File: config.mk
export PLATFORM = sky130hd
export DESIGN_NAME = white_balance
export DESIGN_NICKNAME = d
export VERILOG_FILES = /design/src/wb_pkg.sv /design/src/video_if.sv /design/src/frame_stats.sv /design/src/gain_calc.sv /design/src/pixel_scaler.sv /design/src/video_delay.sv /design/src/white_balance.sv
export SDC_FILE = /design/constraint.sdc
export NUM_CORES = 2
export LEC_CHECK = 0
export BUFFER_PORTS_ARGS = -buffer_cell sky130_fd_sc_hd__clkbuf_2
export CORE_AREA = 2 2 231 233
export CTS_BUF_LIST = sky130_fd_sc_hd__clkbuf_2
export CTS_CLUSTER_DIAMETER = 150
export DETAILED_ROUTE_END_ITERATION = 10
export DIE_AREA = 0 0 233 235
export PLACE_DENSITY = 0.82
export SKIP_CTS_REPAIR_TIMING = 1
export SYNTH_ARGS = -nofsm -noshare
export SYNTH_HDL_FRONTEND = slang
export SYNTH_HIERARCHICAL = 1
export SYNTH_SLANG_ARGS = --single-unit
File: constraint.sdc
create_clock -name clk -period 11.32 [get_ports clk]
set_input_delay 2.83 -clock clk [delete_from_list [all_inputs] [get_ports clk]]
set_output_delay 2.83 -clock clk [all_outputs]
set_load 0.01 [all_outputs]
File: src/wb_pkg.sv
`default_nettype none

package wb_pkg;

    // Cycles from an input pixel to the matching output pixel
    localparam int PIPE_LAT = 2;

    // Gains are unsigned 8.8 fixed point
    localparam int GAIN_W    = 16;
    localparam int GAIN_FRAC = 8;

    localparam logic [GAIN_W-1:0] GAIN_UNITY = GAIN_W'(1 << GAIN_FRAC); // Gain of 1.0

    // States of the gain engine, one per division plus the final load
    typedef enum logic [3:0] {
        IDLE,
        MEAN_R,     // sum_r / PIXELS
        MEAN_G,
        MEAN_B,
        AVG,        // (mean_r + mean_g + mean_b) / 3
        GAIN_R,     // (avg << 8) / mean_r
        GAIN_G,
        GAIN_B,
        LOAD        // Publish the staged gains together
    } calc_state_t;

endpackage : wb_pkg

`default_nettype wire

File: src/video_if.sv
`timescale 1ns/1ps
`default_nettype none

// One parallel RGB video stream with its sync and coordinates
interface video_if #(
    parameter int X_W = 11,
    parameter int Y_W = 10
);

    logic           hsync;
    logic           vsync;
    logic           de;
    logic [7:0]     r;
    logic [7:0]     g;
    logic [7:0]     b;
    logic [X_W-1:0] x;
    logic [Y_W-1:0] y;

    modport src (
        output hsync, vsync, de,
        output r, g, b,
        output x, y
    );

    modport snk (
        input hsync, vsync, de,
        input r, g, b,
        input x, y
    );

endinterface : video_if

`default_nettype wire

File: src/frame_stats.sv
`timescale 1ns/1ps
`default_nettype none

module frame_stats #(
    parameter int  H_ACT = 1280,
    parameter int  V_ACT = 720,
    localparam int SUM_W = 8 + $clog2(H_ACT * V_ACT)
) (
    input  logic             clk,
    input  logic             rstn,
    video_if.snk             i_vid,
    input  logic             i_update,
    output logic [SUM_W-1:0] o_sum_r,
    output logic [SUM_W-1:0] o_sum_g,
    output logic [SUM_W-1:0] o_sum_b,
    output logic             o_sums_valid
);

    logic             vsync_d;
    logic             vs_rise;
    logic [SUM_W-1:0] acc_r;
    logic [SUM_W-1:0] acc_g;
    logic [SUM_W-1:0] acc_b;

    assign vs_rise = i_vid.vsync & ~vsync_d; // Start of the vertical sync pulse

    always_ff @(posedge clk or negedge rstn) begin
        if (!rstn) begin
            vsync_d <= 1'b0;
        end else begin
            vsync_d <= i_vid.vsync;
        end
    end

    // Running sums of the frame in progress
    always_ff @(posedge clk or negedge rstn) begin
        if (!rstn) begin
            acc_r <= '0;
            acc_g <= '0;
            acc_b <= '0;
        end else if (vs_rise) begin
            acc_r <= '0;
            acc_g <= '0;
            acc_b <= '0;
        end else if (i_vid.de) begin
            acc_r <= acc_r + SUM_W'(i_vid.r);
            acc_g <= acc_g + SUM_W'(i_vid.g);
            acc_b <= acc_b + SUM_W'(i_vid.b);
        end
    end

    // Held sums only move when the frame ends with update requested
    always_ff @(posedge clk or negedge rstn) begin
        if (!rstn) begin
            o_sum_r      <= '0;
            o_sum_g      <= '0;
            o_sum_b      <= '0;
            o_sums_valid <= 1'b0;
        end else begin
            o_sums_valid <= vs_rise & i_update;
            if (vs_rise && i_update) begin
                o_sum_r <= acc_r;
                o_sum_g <= acc_g;
                o_sum_b <= acc_b;
            end
        end
    end

endmodule : frame_stats

`default_nettype wire

File: src/gain_calc.sv
`timescale 1ns/1ps
`default_nettype none

module gain_calc
    import wb_pkg::*;
#(
    parameter int  H_ACT = 1280,
    parameter int  V_ACT = 720,
    localparam int SUM_W = 8 + $clog2(H_ACT * V_ACT)
) (
    input  logic              clk,
    input  logic              rstn,
    input  logic [SUM_W-1:0]  i_sum_r,
    input  logic [SUM_W-1:0]  i_sum_g,
    input  logic [SUM_W-1:0]  i_sum_b,
    input  logic              i_sums_valid,
    output logic [GAIN_W-1:0] o_gain_r,
    output logic [GAIN_W-1:0] o_gain_g,
    output logic [GAIN_W-1:0] o_gain_b,
    output logic              o_refresh
);

    localparam int PIXELS = H_ACT * V_ACT;
    localparam int DIV_W  = (SUM_W > 8 + GAIN_FRAC) ? SUM_W : 8 + GAIN_FRAC; // Fits avg << 8
    localparam int CNT_W  = $clog2(DIV_W);

    calc_state_t       state;
    calc_state_t       state_nx;
    logic              div_run;
    logic [CNT_W-1:0]  div_cnt;
    logic              div_last;
    logic [DIV_W-1:0]  div_a;
    logic [DIV_W-1:0]  div_b;
    logic [DIV_W-1:0]  quo;
    logic [DIV_W-1:0]  dsr;
    logic [DIV_W-1:0]  rem;
    logic [DIV_W:0]    rem_sh;
    logic [DIV_W:0]    rem_nx;
    logic              sub_ok;
    logic [DIV_W-1:0]  quo_nx;
    logic              zero_div;
    logic              store;
    logic [7:0]        mean_r;
    logic [7:0]        mean_g;
    logic [7:0]        mean_b;
    logic [7:0]        avg;
    logic [7:0]        cur_mean;
    logic [GAIN_W-1:0] gain_sat;
    logic [GAIN_W-1:0] gain_res;
    logic [GAIN_W-1:0] stg_r;
    logic [GAIN_W-1:0] stg_g;
    logic [GAIN_W-1:0] stg_b;

    always_comb begin
        case (state)
            IDLE:    state_nx = MEAN_R;
            MEAN_R:  state_nx = MEAN_G;
            MEAN_G:  state_nx = MEAN_B;
            MEAN_B:  state_nx = AVG;
            AVG:     state_nx = GAIN_R;
            GAIN_R:  state_nx = GAIN_G;
            GAIN_G:  state_nx = GAIN_B;
            GAIN_B:  state_nx = LOAD;
            default: state_nx = IDLE;
        endcase
    end

    assign cur_mean = (state == GAIN_R) ? mean_r : (state == GAIN_G) ? mean_g : mean_b;

    // Operands for the division of the current state
    always_comb begin
        div_a = DIV_W'(avg) << GAIN_FRAC;
        div_b = DIV_W'(cur_mean);
        case (state)
            MEAN_R: begin
                div_a = DIV_W'(i_sum_r);
                div_b = DIV_W'(PIXELS);
            end
            MEAN_G: begin
                div_a = DIV_W'(i_sum_g);
                div_b = DIV_W'(PIXELS);
            end
            MEAN_B: begin
                div_a = DIV_W'(i_sum_b);
                div_b = DIV_W'(PIXELS);
            end
            AVG: begin
                div_a = DIV_W'(mean_r) + DIV_W'(mean_g) + DIV_W'(mean_b);
                div_b = DIV_W'(3);
            end
            default: ;
        endcase
    end

    // One restoring step per cycle, quotient bits shift in where the dividend leaves
    assign rem_sh   = {rem, quo[DIV_W-1]};
    assign sub_ok   = rem_sh >= {1'b0, dsr};
    assign rem_nx   = sub_ok ? rem_sh - {1'b0, dsr} : rem_sh;
    assign quo_nx   = {quo[DIV_W-2:0], sub_ok};
    assign div_last = div_cnt == CNT_W'(DIV_W - 1);

    assign zero_div = div_b == '0; // Only a zero channel mean gets here
    assign store    = div_run ? div_last : zero_div;
    assign gain_sat = (quo_nx > DIV_W'({GAIN_W{1'b1}})) ? {GAIN_W{1'b1}} : quo_nx[GAIN_W-1:0];
    assign gain_res = zero_div ? GAIN_UNITY : gain_sat;

    always_ff @(posedge clk or negedge rstn) begin
        if (!rstn) begin
            state     <= IDLE;
            div_run   <= 1'b0;
            div_cnt   <= '0;
            o_gain_r  <= GAIN_UNITY;
            o_gain_g  <= GAIN_UNITY;
            o_gain_b  <= GAIN_UNITY;
            o_refresh <= 1'b0;
        end else begin
            o_refresh <= 1'b0;
            case (state)
                IDLE: begin
                    if (i_sums_valid) state <= state_nx; // Strobes while busy are dropped
                end
                LOAD: begin
                    o_gain_r  <= stg_r;
                    o_gain_g  <= stg_g;
                    o_gain_b  <= stg_b;
                    o_refresh <= 1'b1;
                    state     <= state_nx;
                end
                default: begin
                    if (store) begin
                        div_run <= 1'b0;
                        state   <= state_nx;
                    end else if (div_run) begin
                        div_cnt <= div_cnt + 1'b1;
                    end else begin
                        div_run <= 1'b1;
                        div_cnt <= '0;
                    end
                end
            endcase
        end
    end

    always_ff @(posedge clk) begin
        if (div_run) begin
            quo <= quo_nx;
            rem <= rem_nx[DIV_W-1:0];
        end else begin
            quo <= div_a;
            dsr <= div_b;
            rem <= '0;
        end
        if (store) begin
            case (state)
                MEAN_R:  mean_r <= quo_nx[7:0];
                MEAN_G:  mean_g <= quo_nx[7:0];
                MEAN_B:  mean_b <= quo_nx[7:0];
                AVG:     avg    <= quo_nx[7:0];
                GAIN_R:  stg_r  <= gain_res;
                GAIN_G:  stg_g  <= gain_res;
                GAIN_B:  stg_b  <= gain_res;
                default: ;
            endcase
        end
    end

endmodule : gain_calc

`default_nettype wire

File: src/pixel_scaler.sv
`timescale 1ns/1ps
`default_nettype none

module pixel_scaler
    import wb_pkg::*;
(
    input  logic              clk,
    video_if.snk              i_vid,
    input  logic [GAIN_W-1:0] i_gain_r,
    input  logic [GAIN_W-1:0] i_gain_g,
    input  logic [GAIN_W-1:0] i_gain_b,
    output logic [7:0]        o_r,
    output logic [7:0]        o_g,
    output logic [7:0]        o_b
);

    localparam int PROD_W = 8 + GAIN_W;

    // Channel 2 is red, 1 is green, 0 is blue
    logic [2:0][7:0]        pix;
    logic [2:0][GAIN_W-1:0] gain;
    logic [2:0][PROD_W-1:0] prod;
    logic [2:0][7:0]        clamped;
    logic [2:0][7:0]        out_q [PIPE_LAT-1];

    assign pix  = {i_vid.r, i_vid.g, i_vid.b};
    assign gain = {i_gain_r, i_gain_g, i_gain_b};

    // First stage holds the full products
    always_ff @(posedge clk) begin
        for (int c = 0; c < 3; c++) begin
            prod[c] <= PROD_W'(pix[c]) * PROD_W'(gain[c]);
        end
    end

    // Drop the fraction and saturate at full scale
    always_comb begin
        for (int c = 0; c < 3; c++) begin
            if (|prod[c][PROD_W-1:GAIN_FRAC+8]) begin
                clamped[c] = 8'hFF;
            end else begin
                clamped[c] = prod[c][GAIN_FRAC+7:GAIN_FRAC];
            end
        end
    end

    // Remaining stages up to the fixed pipeline latency
    always_ff @(posedge clk) begin
        out_q[0] <= clamped;
        for (int i = 1; i < PIPE_LAT - 1; i++) begin
            out_q[i] <= out_q[i-1];
        end
    end

    assign {o_r, o_g, o_b} = out_q[PIPE_LAT-2];

endmodule : pixel_scaler

`default_nettype wire

File: src/video_delay.sv
`timescale 1ns/1ps
`default_nettype none

module video_delay
    import wb_pkg::*;
#(
    parameter int  H_ACT = 1280,
    parameter int  V_ACT = 720,
    localparam int X_W   = $clog2(H_ACT),
    localparam int Y_W   = $clog2(V_ACT)
) (
    input  logic clk,
    input  logic rstn,
    video_if.snk i_vid,
    video_if.src o_vid
);

    localparam int DAT_W = 24 + X_W + Y_W;

    logic [2:0]       ctl_q [PIPE_LAT]; // hsync, vsync, de
    logic [DAT_W-1:0] dat_q [PIPE_LAT];

    always_ff @(posedge clk or negedge rstn) begin
        if (!rstn) begin
            ctl_q <= '{default: '0};
        end else begin
            ctl_q[0] <= {i_vid.hsync, i_vid.vsync, i_vid.de};
            for (int i = 1; i < PIPE_LAT; i++) ctl_q[i] <= ctl_q[i-1];
        end
    end

    always_ff @(posedge clk) begin
        dat_q[0] <= {i_vid.r, i_vid.g, i_vid.b, i_vid.x, i_vid.y};
        for (int i = 1; i < PIPE_LAT; i++) dat_q[i] <= dat_q[i-1];
    end

    assign {o_vid.hsync, o_vid.vsync, o_vid.de} = ctl_q[PIPE_LAT-1];
    assign {o_vid.r, o_vid.g, o_vid.b, o_vid.x, o_vid.y} = dat_q[PIPE_LAT-1];

endmodule : video_delay

`default_nettype wire

File: src/white_balance.sv
`timescale 1ns/1ps
`default_nettype none

module white_balance
    import wb_pkg::*;
#(
    parameter int  H_ACT = 1280,
    parameter int  V_ACT = 720,
    localparam int X_W   = $clog2(H_ACT),
    localparam int Y_W   = $clog2(V_ACT),
    localparam int SUM_W = 8 + $clog2(H_ACT * V_ACT)
) (
    input  logic           clk,
    input  logic           rstn,
    input  logic           i_en,
    input  logic           i_update,
    input  logic           i_hsync,
    input  logic           i_vsync,
    input  logic           i_de,
    input  logic [7:0]     i_r,
    input  logic [7:0]     i_g,
    input  logic [7:0]     i_b,
    input  logic [X_W-1:0] i_x,
    input  logic [Y_W-1:0] i_y,
    output logic           o_hsync,
    output logic           o_vsync,
    output logic           o_de,
    output logic [7:0]     o_r,
    output logic [7:0]     o_g,
    output logic [7:0]     o_b,
    output logic [X_W-1:0] o_x,
    output logic [Y_W-1:0] o_y,
    output logic           o_refresh
);

    logic [SUM_W-1:0]    sum_r;
    logic [SUM_W-1:0]    sum_g;
    logic [SUM_W-1:0]    sum_b;
    logic                sums_valid;
    logic [GAIN_W-1:0]   gain_r;
    logic [GAIN_W-1:0]   gain_g;
    logic [GAIN_W-1:0]   gain_b;
    logic [7:0]          scl_r;
    logic [7:0]          scl_g;
    logic [7:0]          scl_b;
    logic [PIPE_LAT-1:0] en_q;

    video_if #(.X_W(X_W), .Y_W(Y_W)) vid_in ();
    video_if #(.X_W(X_W), .Y_W(Y_W)) vid_out ();

    assign vid_in.hsync = i_hsync;
    assign vid_in.vsync = i_vsync;
    assign vid_in.de    = i_de;
    assign vid_in.r     = i_r;
    assign vid_in.g     = i_g;
    assign vid_in.b     = i_b;
    assign vid_in.x     = i_x;
    assign vid_in.y     = i_y;

    frame_stats #(.H_ACT(H_ACT), .V_ACT(V_ACT)) u_frame_stats (
        .clk         (clk),
        .rstn        (rstn),
        .i_vid       (vid_in.snk),
        .i_update    (i_update),
        .o_sum_r     (sum_r),
        .o_sum_g     (sum_g),
        .o_sum_b     (sum_b),
        .o_sums_valid(sums_valid)
    );

    gain_calc #(.H_ACT(H_ACT), .V_ACT(V_ACT)) u_gain_calc (
        .clk         (clk),
        .rstn        (rstn),
        .i_sum_r     (sum_r),
        .i_sum_g     (sum_g),
        .i_sum_b     (sum_b),
        .i_sums_valid(sums_valid),
        .o_gain_r    (gain_r),
        .o_gain_g    (gain_g),
        .o_gain_b    (gain_b),
        .o_refresh   (o_refresh)
    );

    pixel_scaler u_pixel_scaler (
        .clk     (clk),
        .i_vid   (vid_in.snk),
        .i_gain_r(gain_r),
        .i_gain_g(gain_g),
        .i_gain_b(gain_b),
        .o_r     (scl_r),
        .o_g     (scl_g),
        .o_b     (scl_b)
    );

    video_delay #(.H_ACT(H_ACT), .V_ACT(V_ACT)) u_video_delay (
        .clk  (clk),
        .rstn (rstn),
        .i_vid(vid_in.snk),
        .o_vid(vid_out.src)
    );

    // The enable follows its pixel down the pipeline
    always_ff @(posedge clk or negedge rstn) begin
        if (!rstn) begin
            en_q <= '0;
        end else begin
            en_q <= {en_q[PIPE_LAT-2:0], i_en};
        end
    end

    assign o_hsync = vid_out.hsync;
    assign o_vsync = vid_out.vsync;
    assign o_de    = vid_out.de;
    assign o_x     = vid_out.x;
    assign o_y     = vid_out.y;
    assign o_r     = en_q[PIPE_LAT-1] ? scl_r : vid_out.r;
    assign o_g     = en_q[PIPE_LAT-1] ? scl_g : vid_out.g;
    assign o_b     = en_q[PIPE_LAT-1] ? scl_b : vid_out.b;

endmodule : white_balance

`default_nettype wire
-- Yosys cells after proc, flatten, opt, wreduce, memory -nomap -nowiden
Memories as Yosys holds them, arrays and structs flattened.
Cells that the tools add are included.
- register bits: 473
- memory bits (writable): 114
- ROM bits: 32
- input bits: 52
- memories: 3
- memories (memory ; words ; bits a word ; read ports ; clocked after memory_dff ; wr ports ; line ; text):
    u_video_delay.dat_q ; 2 ; 45 ; 2 ; 0 ; 2 ; video_delay.sv:21 ; logic [DAT_W-1:0] dat_q [PIPE_LAT];
    (name not given) ; 8 ; 4 ; 1 ; 0 ; 0 ; gain_calc.sv:55 ; case (state)
    u_pixel_scaler.out_q ; 1 ; 24 ; 1 ; 0 ; 1 ; pixel_scaler.sv:24 ; logic [2:0][7:0] out_q [PIPE_LAT-1];
- add/subtract/negate cells: 7
- multipliers: 3
- $lt $le $gt $ge: 2
- equal/unequal tests: 10
- muxes and demuxes: 28
- bitwise logic cells: 5
- reduce and logical (&&, ||, !) cells: 19
- operator list (kind ; number):
    $mux W28 ; 8
    $add A28 B8 Y28 ; 4
    $pmux W28 S4 ; 1
    $mul A8 B16 Y24 ; 3
    $mux W8 ; 8
    $pmux W20 S2 ; 1
    $mux W16 ; 2
    $ge A29 B28 Y1 ; 1
    $gt A28 B16 Y1 const B ; 1
    $logic_not A28 Y1 ; 1
    $sub A28 B28 Y28 ; 1
    $reduce_or A8 Y1 ; 3
    $reduce_and A2 Y1 ; 9
    $eq A4 B3 Y1 const B ; 4
    $mux W4 ; 3
    $add A8 B8 Y9 ; 1
    $eq A4 B2 Y1 const B ; 2
    $pmux W4 S2 ; 1
    $add A5 B1 Y5 const B ; 1
    $eq A5 B5 Y1 const B ; 1
    $mux W5 ; 1
    $eq A4 B1 Y1 const B ; 1
    $eq A4 B4 Y1 const B ; 1
    $logic_not A4 Y1 ; 1
    other kinds (9) ; 14

-- Longest topological paths before layout
- depth after elaboration: 8
- mapped depth: 18

-- Cells and area by module
Netlist, hierarchy kept.
- by module, submodules not included (module ; instances ; cells each ; area each (um^2) ; seq. area each (um^2)):
    pixel_scaler ; 1 ; 1477 ; 13456.7 ; 1441.4
    gain_calc ; 1 ; 785 ; 9251.4 ; 5273.8
    frame_stats ; 1 ; 703 ; 8089.0 ; 4254.1
    video_delay ; 1 ; 141 ; 2289.7 ; 1951.9
    white_balance ; 1 ; 29 ; 446.7 ; 50.0

-- Least setup slack after synthesis
No wires, ideal clock.
- kind: input to register
- from: input i_b[7]
- to: register u_pixel_scaler/prod[22] in the netlist's numbering
- library setup time: 0.072 ns
- arrival: 7.016 ns
- required time: 11.248 ns
- path slack: 4.232 ns
- cell stages on the path: 16
- path buffers: 1
- cells stage by stage: clkbuf_1 > nand2_1 > fa_1 > fa_1 > inv_1 > fa_1 > inv_1 > fa_1 > inv_1 > ha_1 > a211oi_1 > o21ai_0 > a221oi_2 > a21oi_1 > o22ai_1 > mux2i_1
- longest elaborated chain between the ends: 1
- RTL lines (item ; line ; text):
    from (decl) ; white_balance.sv:22 ; input logic [7:0] i_b,
    $mul A8 B16 Y24 ; pixel_scaler.sv:32 ; prod[c] <= PROD_W'(pix[c]) * PROD_W'(gain[c]);
    to (signal, indexed assignment) ; pixel_scaler.sv:32 ;
    to (decl) ; pixel_scaler.sv:22 ; logic [2:0][PROD_W-1:0] prod;
Every way passes these cells.
A chain may end at the register's enable or synchronous reset.

-- Final worst setup path
Ends and elaborated chain as after synthesis.

==> impl_results.md <==
- Outcome: finished, final reports clean
- Worst slew pin tran: 1.29 ns
- Starting density of the core: 0.642
- Logic gate share of total power: 0.599
- Cell internal pwr: 0.00587 W
- Worst hold path depth: 0
- CTS sink count: 544
- Buf/Inv on CP: 4
- Mean Syn Cell Area: 10.7 sq um
- IO Pins: 101
- Vias in the first global route: 24773
- DR vias: 23501
- Cells on worst reg2reg path: 15
- Ys Warns: 6
- Die Width: 233 um
- Ys flop type: dfrtp_1
- Worst-path cell chain: clkbuf_2 > nand2_1 > fa_1 > fa_1 > inv_1 > fa_1 > inv_1 > fa_1 > inv_1 > ha_1 > a211oi_1 > o21ai_0 > a221oi_2 > a21oi_1 > o22ai_1 > mux2i_1
- Sw power: 0.00509 W
- Skew final: 0.0734 ns
- Lkg Pwr: 17.0 nW
- Area leader, netlist: dfrtp_1
- First drt pass iteration count: 8
- Placement Cell Area: 34200 sq um
- Setup tns final: 0 ns
- Clock period minus worst slack: 6.46 ns
- Final Hold Fails: 0
- Type of the tightest min-delay check: reg -> reg
- Top-count cell post-synth: inv_1
- Overall Global Routing Usage: 0.277
- Fill cells: 3908
- Critical R2R Launch: u_gain_calc/o_gain_b[1]
- Max-slew headroom: 0.142
- TritonCTS clock tree: yes
- M2 GR Usage: 0.465
- Grt met1 use: 0.345
- First-pass GRT wire length: 121000 um
- Remaining DRCs: 0
- Part of the power in registers: 0.272
- Peak supply drop: 0.000246 V
- Yosys reg bits: 544
- GPL Wtd Cong: 0.935
- Routed WL per cell: 18.2 um
- Maximum clock rate: 0.155 GHz
- Max_cap viols: 0
- FF-to-FF End: u_pixel_scaler/prod[22]
- R2R Setup Slk: 6.30 ns
- Remaining Overflow, GRT: 0
- DRT Wirelength: 73800 um
- Syn-to-layout area delta: 6.20%
- CP delay by family, top: adder cells
- Layout Nets: 3729
- Clock power frac: 0.129
- Hold wc startpoint: u_video_delay/dat_q[0][21]
- CTS Root Cell: clkbuf_2
- WHS Endpoint: u_video_delay/dat_q[0][66]
- Sequential area share after synthesis: 0.387
- Crit Path Class: in -> reg
- Top cells by area, synth: dfrtp_1, fa_1, dfxtp_1, edfxtp_1, ha_1
- Worst stage delay on the critical path: 0.57 ns
- Worst Path Max Fanout: 18
- Final setup fails: 0
- Distinct cells, synth: 90
- Largest net degree at the start of global routing: 120
- Cell Area, Synth: 33500 sq um
- Met3 track demand over resource: 0.0614
- Post-synth top area share: 0.175
- CP most frequent cell: fa_1
- Max stage delay cell, worst path: fa_1
- Critical Path End Type: flop
- Max Root-Sink Buffers: 3
- Cts bufs inserted: 139
- Critical path arrival: 7.66 ns
- P per Cell Area: 308 nW/um^2
- Die Ht: 235 um
- Worst-path clk slew: 0.11 ns
- Ys async rst share: 0.436
- Routed Antenna Nets: 0
- Commonest cells post-synth: inv_1, and2_1, fa_1, dfrtp_1, dfxtp_1
- Slew Limit Fails: 0
- Core Region: 52200 sq um
- H-tree depth: 4
- Initial antenna violation count: 1
- Drt first-iter violations: 1645
- RSZ-0062 raised after global routing: no
- Layout cells sized above 1: 0.165
- WP data required: 12.51 ns
- I/O Buffers: 100
- Post-synth EDFFs: 89
- Die area: 54800 sq um
- Vias per Instance: 5.81
- Tcrit/Tclk final: 0.571
- Post-DP HPWL: 51800 um
- Final instance area: 35600 sq um
- Sw frac: 0.464
- Skew-Pair Late Insertion Delay: 1.30 ns
- Cells after synthesis: 3135
- GR peak layer: met2
- Row Count: 84
- Crit start category: primary input
- Synth Net Count: 3621
==> worst max-delay path by stage <==
stage / start / end / slack, ns / depth (start not counted)
final: i_b[7] / u_pixel_scaler/prod[22] / 4.86 / 16
after CTS: i_b[7] / u_pixel_scaler/prod[22] / 5.03 / 16
after global routing: i_b[7] / u_pixel_scaler/prod[22] / 4.77 / 16
after floorplan: i_b[7] / u_pixel_scaler/prod[22] / 4.23 / 16
after global placement: i_b[7] / u_pixel_scaler/prod[22] / 3.75 / 16
after detailed placement: i_b[7] / u_pixel_scaler/prod[22] / 3.63 / 16
==> final cells by class <==
class | count | area (sq um) | area share
well taps | 688 | 861 | 0.0242
clock inverters | 54 | 364 | 0.0102
multi-input cells | 2105 | 18500 | 0.520
flip-flops and latches | 544 | 13000 | 0.364
inverters | 341 | 1280 | 0.0359
diodes | 1 | 2.50 | 0.0000703
clock buffers | 203 | 1020 | 0.0285
repair buffers | 112 | 601 | 0.0169
==> power groups by stage <==
stage	registers (W)	logic (W)	clock network, W
after CTS	0.00297	0.00652	0.00147
after global placement	0.00299	0.00617	0
after floorplan	0.00280	0.00509	0
after global routing	0.00303	0.00743	0.00156
after detailed placement	0.00301	0.00646	0
final	0.00298	0.00657	0.00142
==> routing by layer <==
| layer | wire [um] | vias to the layer above |
|---|---|---|
| met5 | 0 | - |
| met4 | 2230 | 0 |
| met3 | 4690 | 170 |
| met2 | 36800 | 838 |
| met1 | 30100 | 11746 |
| li1 | - | 10747 |
==> layout by cell type (no fill, tap or decap), drive strengths merged, types with 82 or more instances in the layout <==
cell type,synthesis,routed
edfxtp,89,89
and2,318,318
clkbuf,74,302
xnor2,82,82
nor2,160,160
inv,340,346
fa,262,262
a21oi,124,124
dfrtp,234,234
dfxtp,218,218
ha,172,172
nand2,187,187
mux2,150,150
==> registers in the layout (all words and copies together) (netlist names), 9 cells and up <==
| signal | cells |
|---|---|
| u_frame_stats/o_sum_g | 28 |
| u_frame_stats/o_sum_b | 28 |
| u_gain_calc/o_gain_r | 16 |
| u_video_delay/dat_q | 90 |
| u_frame_stats/acc_b | 28 |
| u_gain_calc/stg_r | 16 |
| u_gain_calc/dsr | 9 |
| u_gain_calc/o_gain_g | 16 |
| u_gain_calc/stg_g | 16 |
| u_gain_calc/rem | 28 |
| u_gain_calc/stg_b | 16 |
| u_pixel_scaler/prod | 48 |
| u_frame_stats/acc_r | 28 |
| u_gain_calc/o_gain_b | 16 |
| u_frame_stats/acc_g | 28 |
| u_frame_stats/o_sum_r | 28 |
| u_pixel_scaler/out_q | 24 |
| u_gain_calc/quo | 28 |
==> per-stage QoR <==
step	setup slack [ns]	hold WS, ns	utilization	cells	power, W
after floorplan	4.23	0.310	-	3135	0.00789
after global placement	3.75	0.310	0.655	3790	0.00917
after detailed placement	3.63	0.312	0.655	3790	0.00947
after CTS	5.03	0.327	0.682	4047	0.0110
after global routing	4.77	0.333	0.682	4048	0.0120
final	4.86	0.320	0.682	4048	0.0110
==> logic make-up (layout without fill, tap and decap cells) <==
family / count (synthesis) / count (layout) / share of synthesized area
adders and majority gates: 434 / 434 / 0.221
xor gates and xnor gates: 124 / 124 / 0.0324
other: 0 / 1 / 0
AOI/OAI and AO/OA: 435 / 435 / 0.0876
and+or+nand+nor: 929 / 929 / 0.149
DFF: 544 / 544 / 0.387
buffers and inverters: 486 / 710 / 0.0616
muxes: 183 / 183 / 0.0625
(Power assumes the default switching activity.)
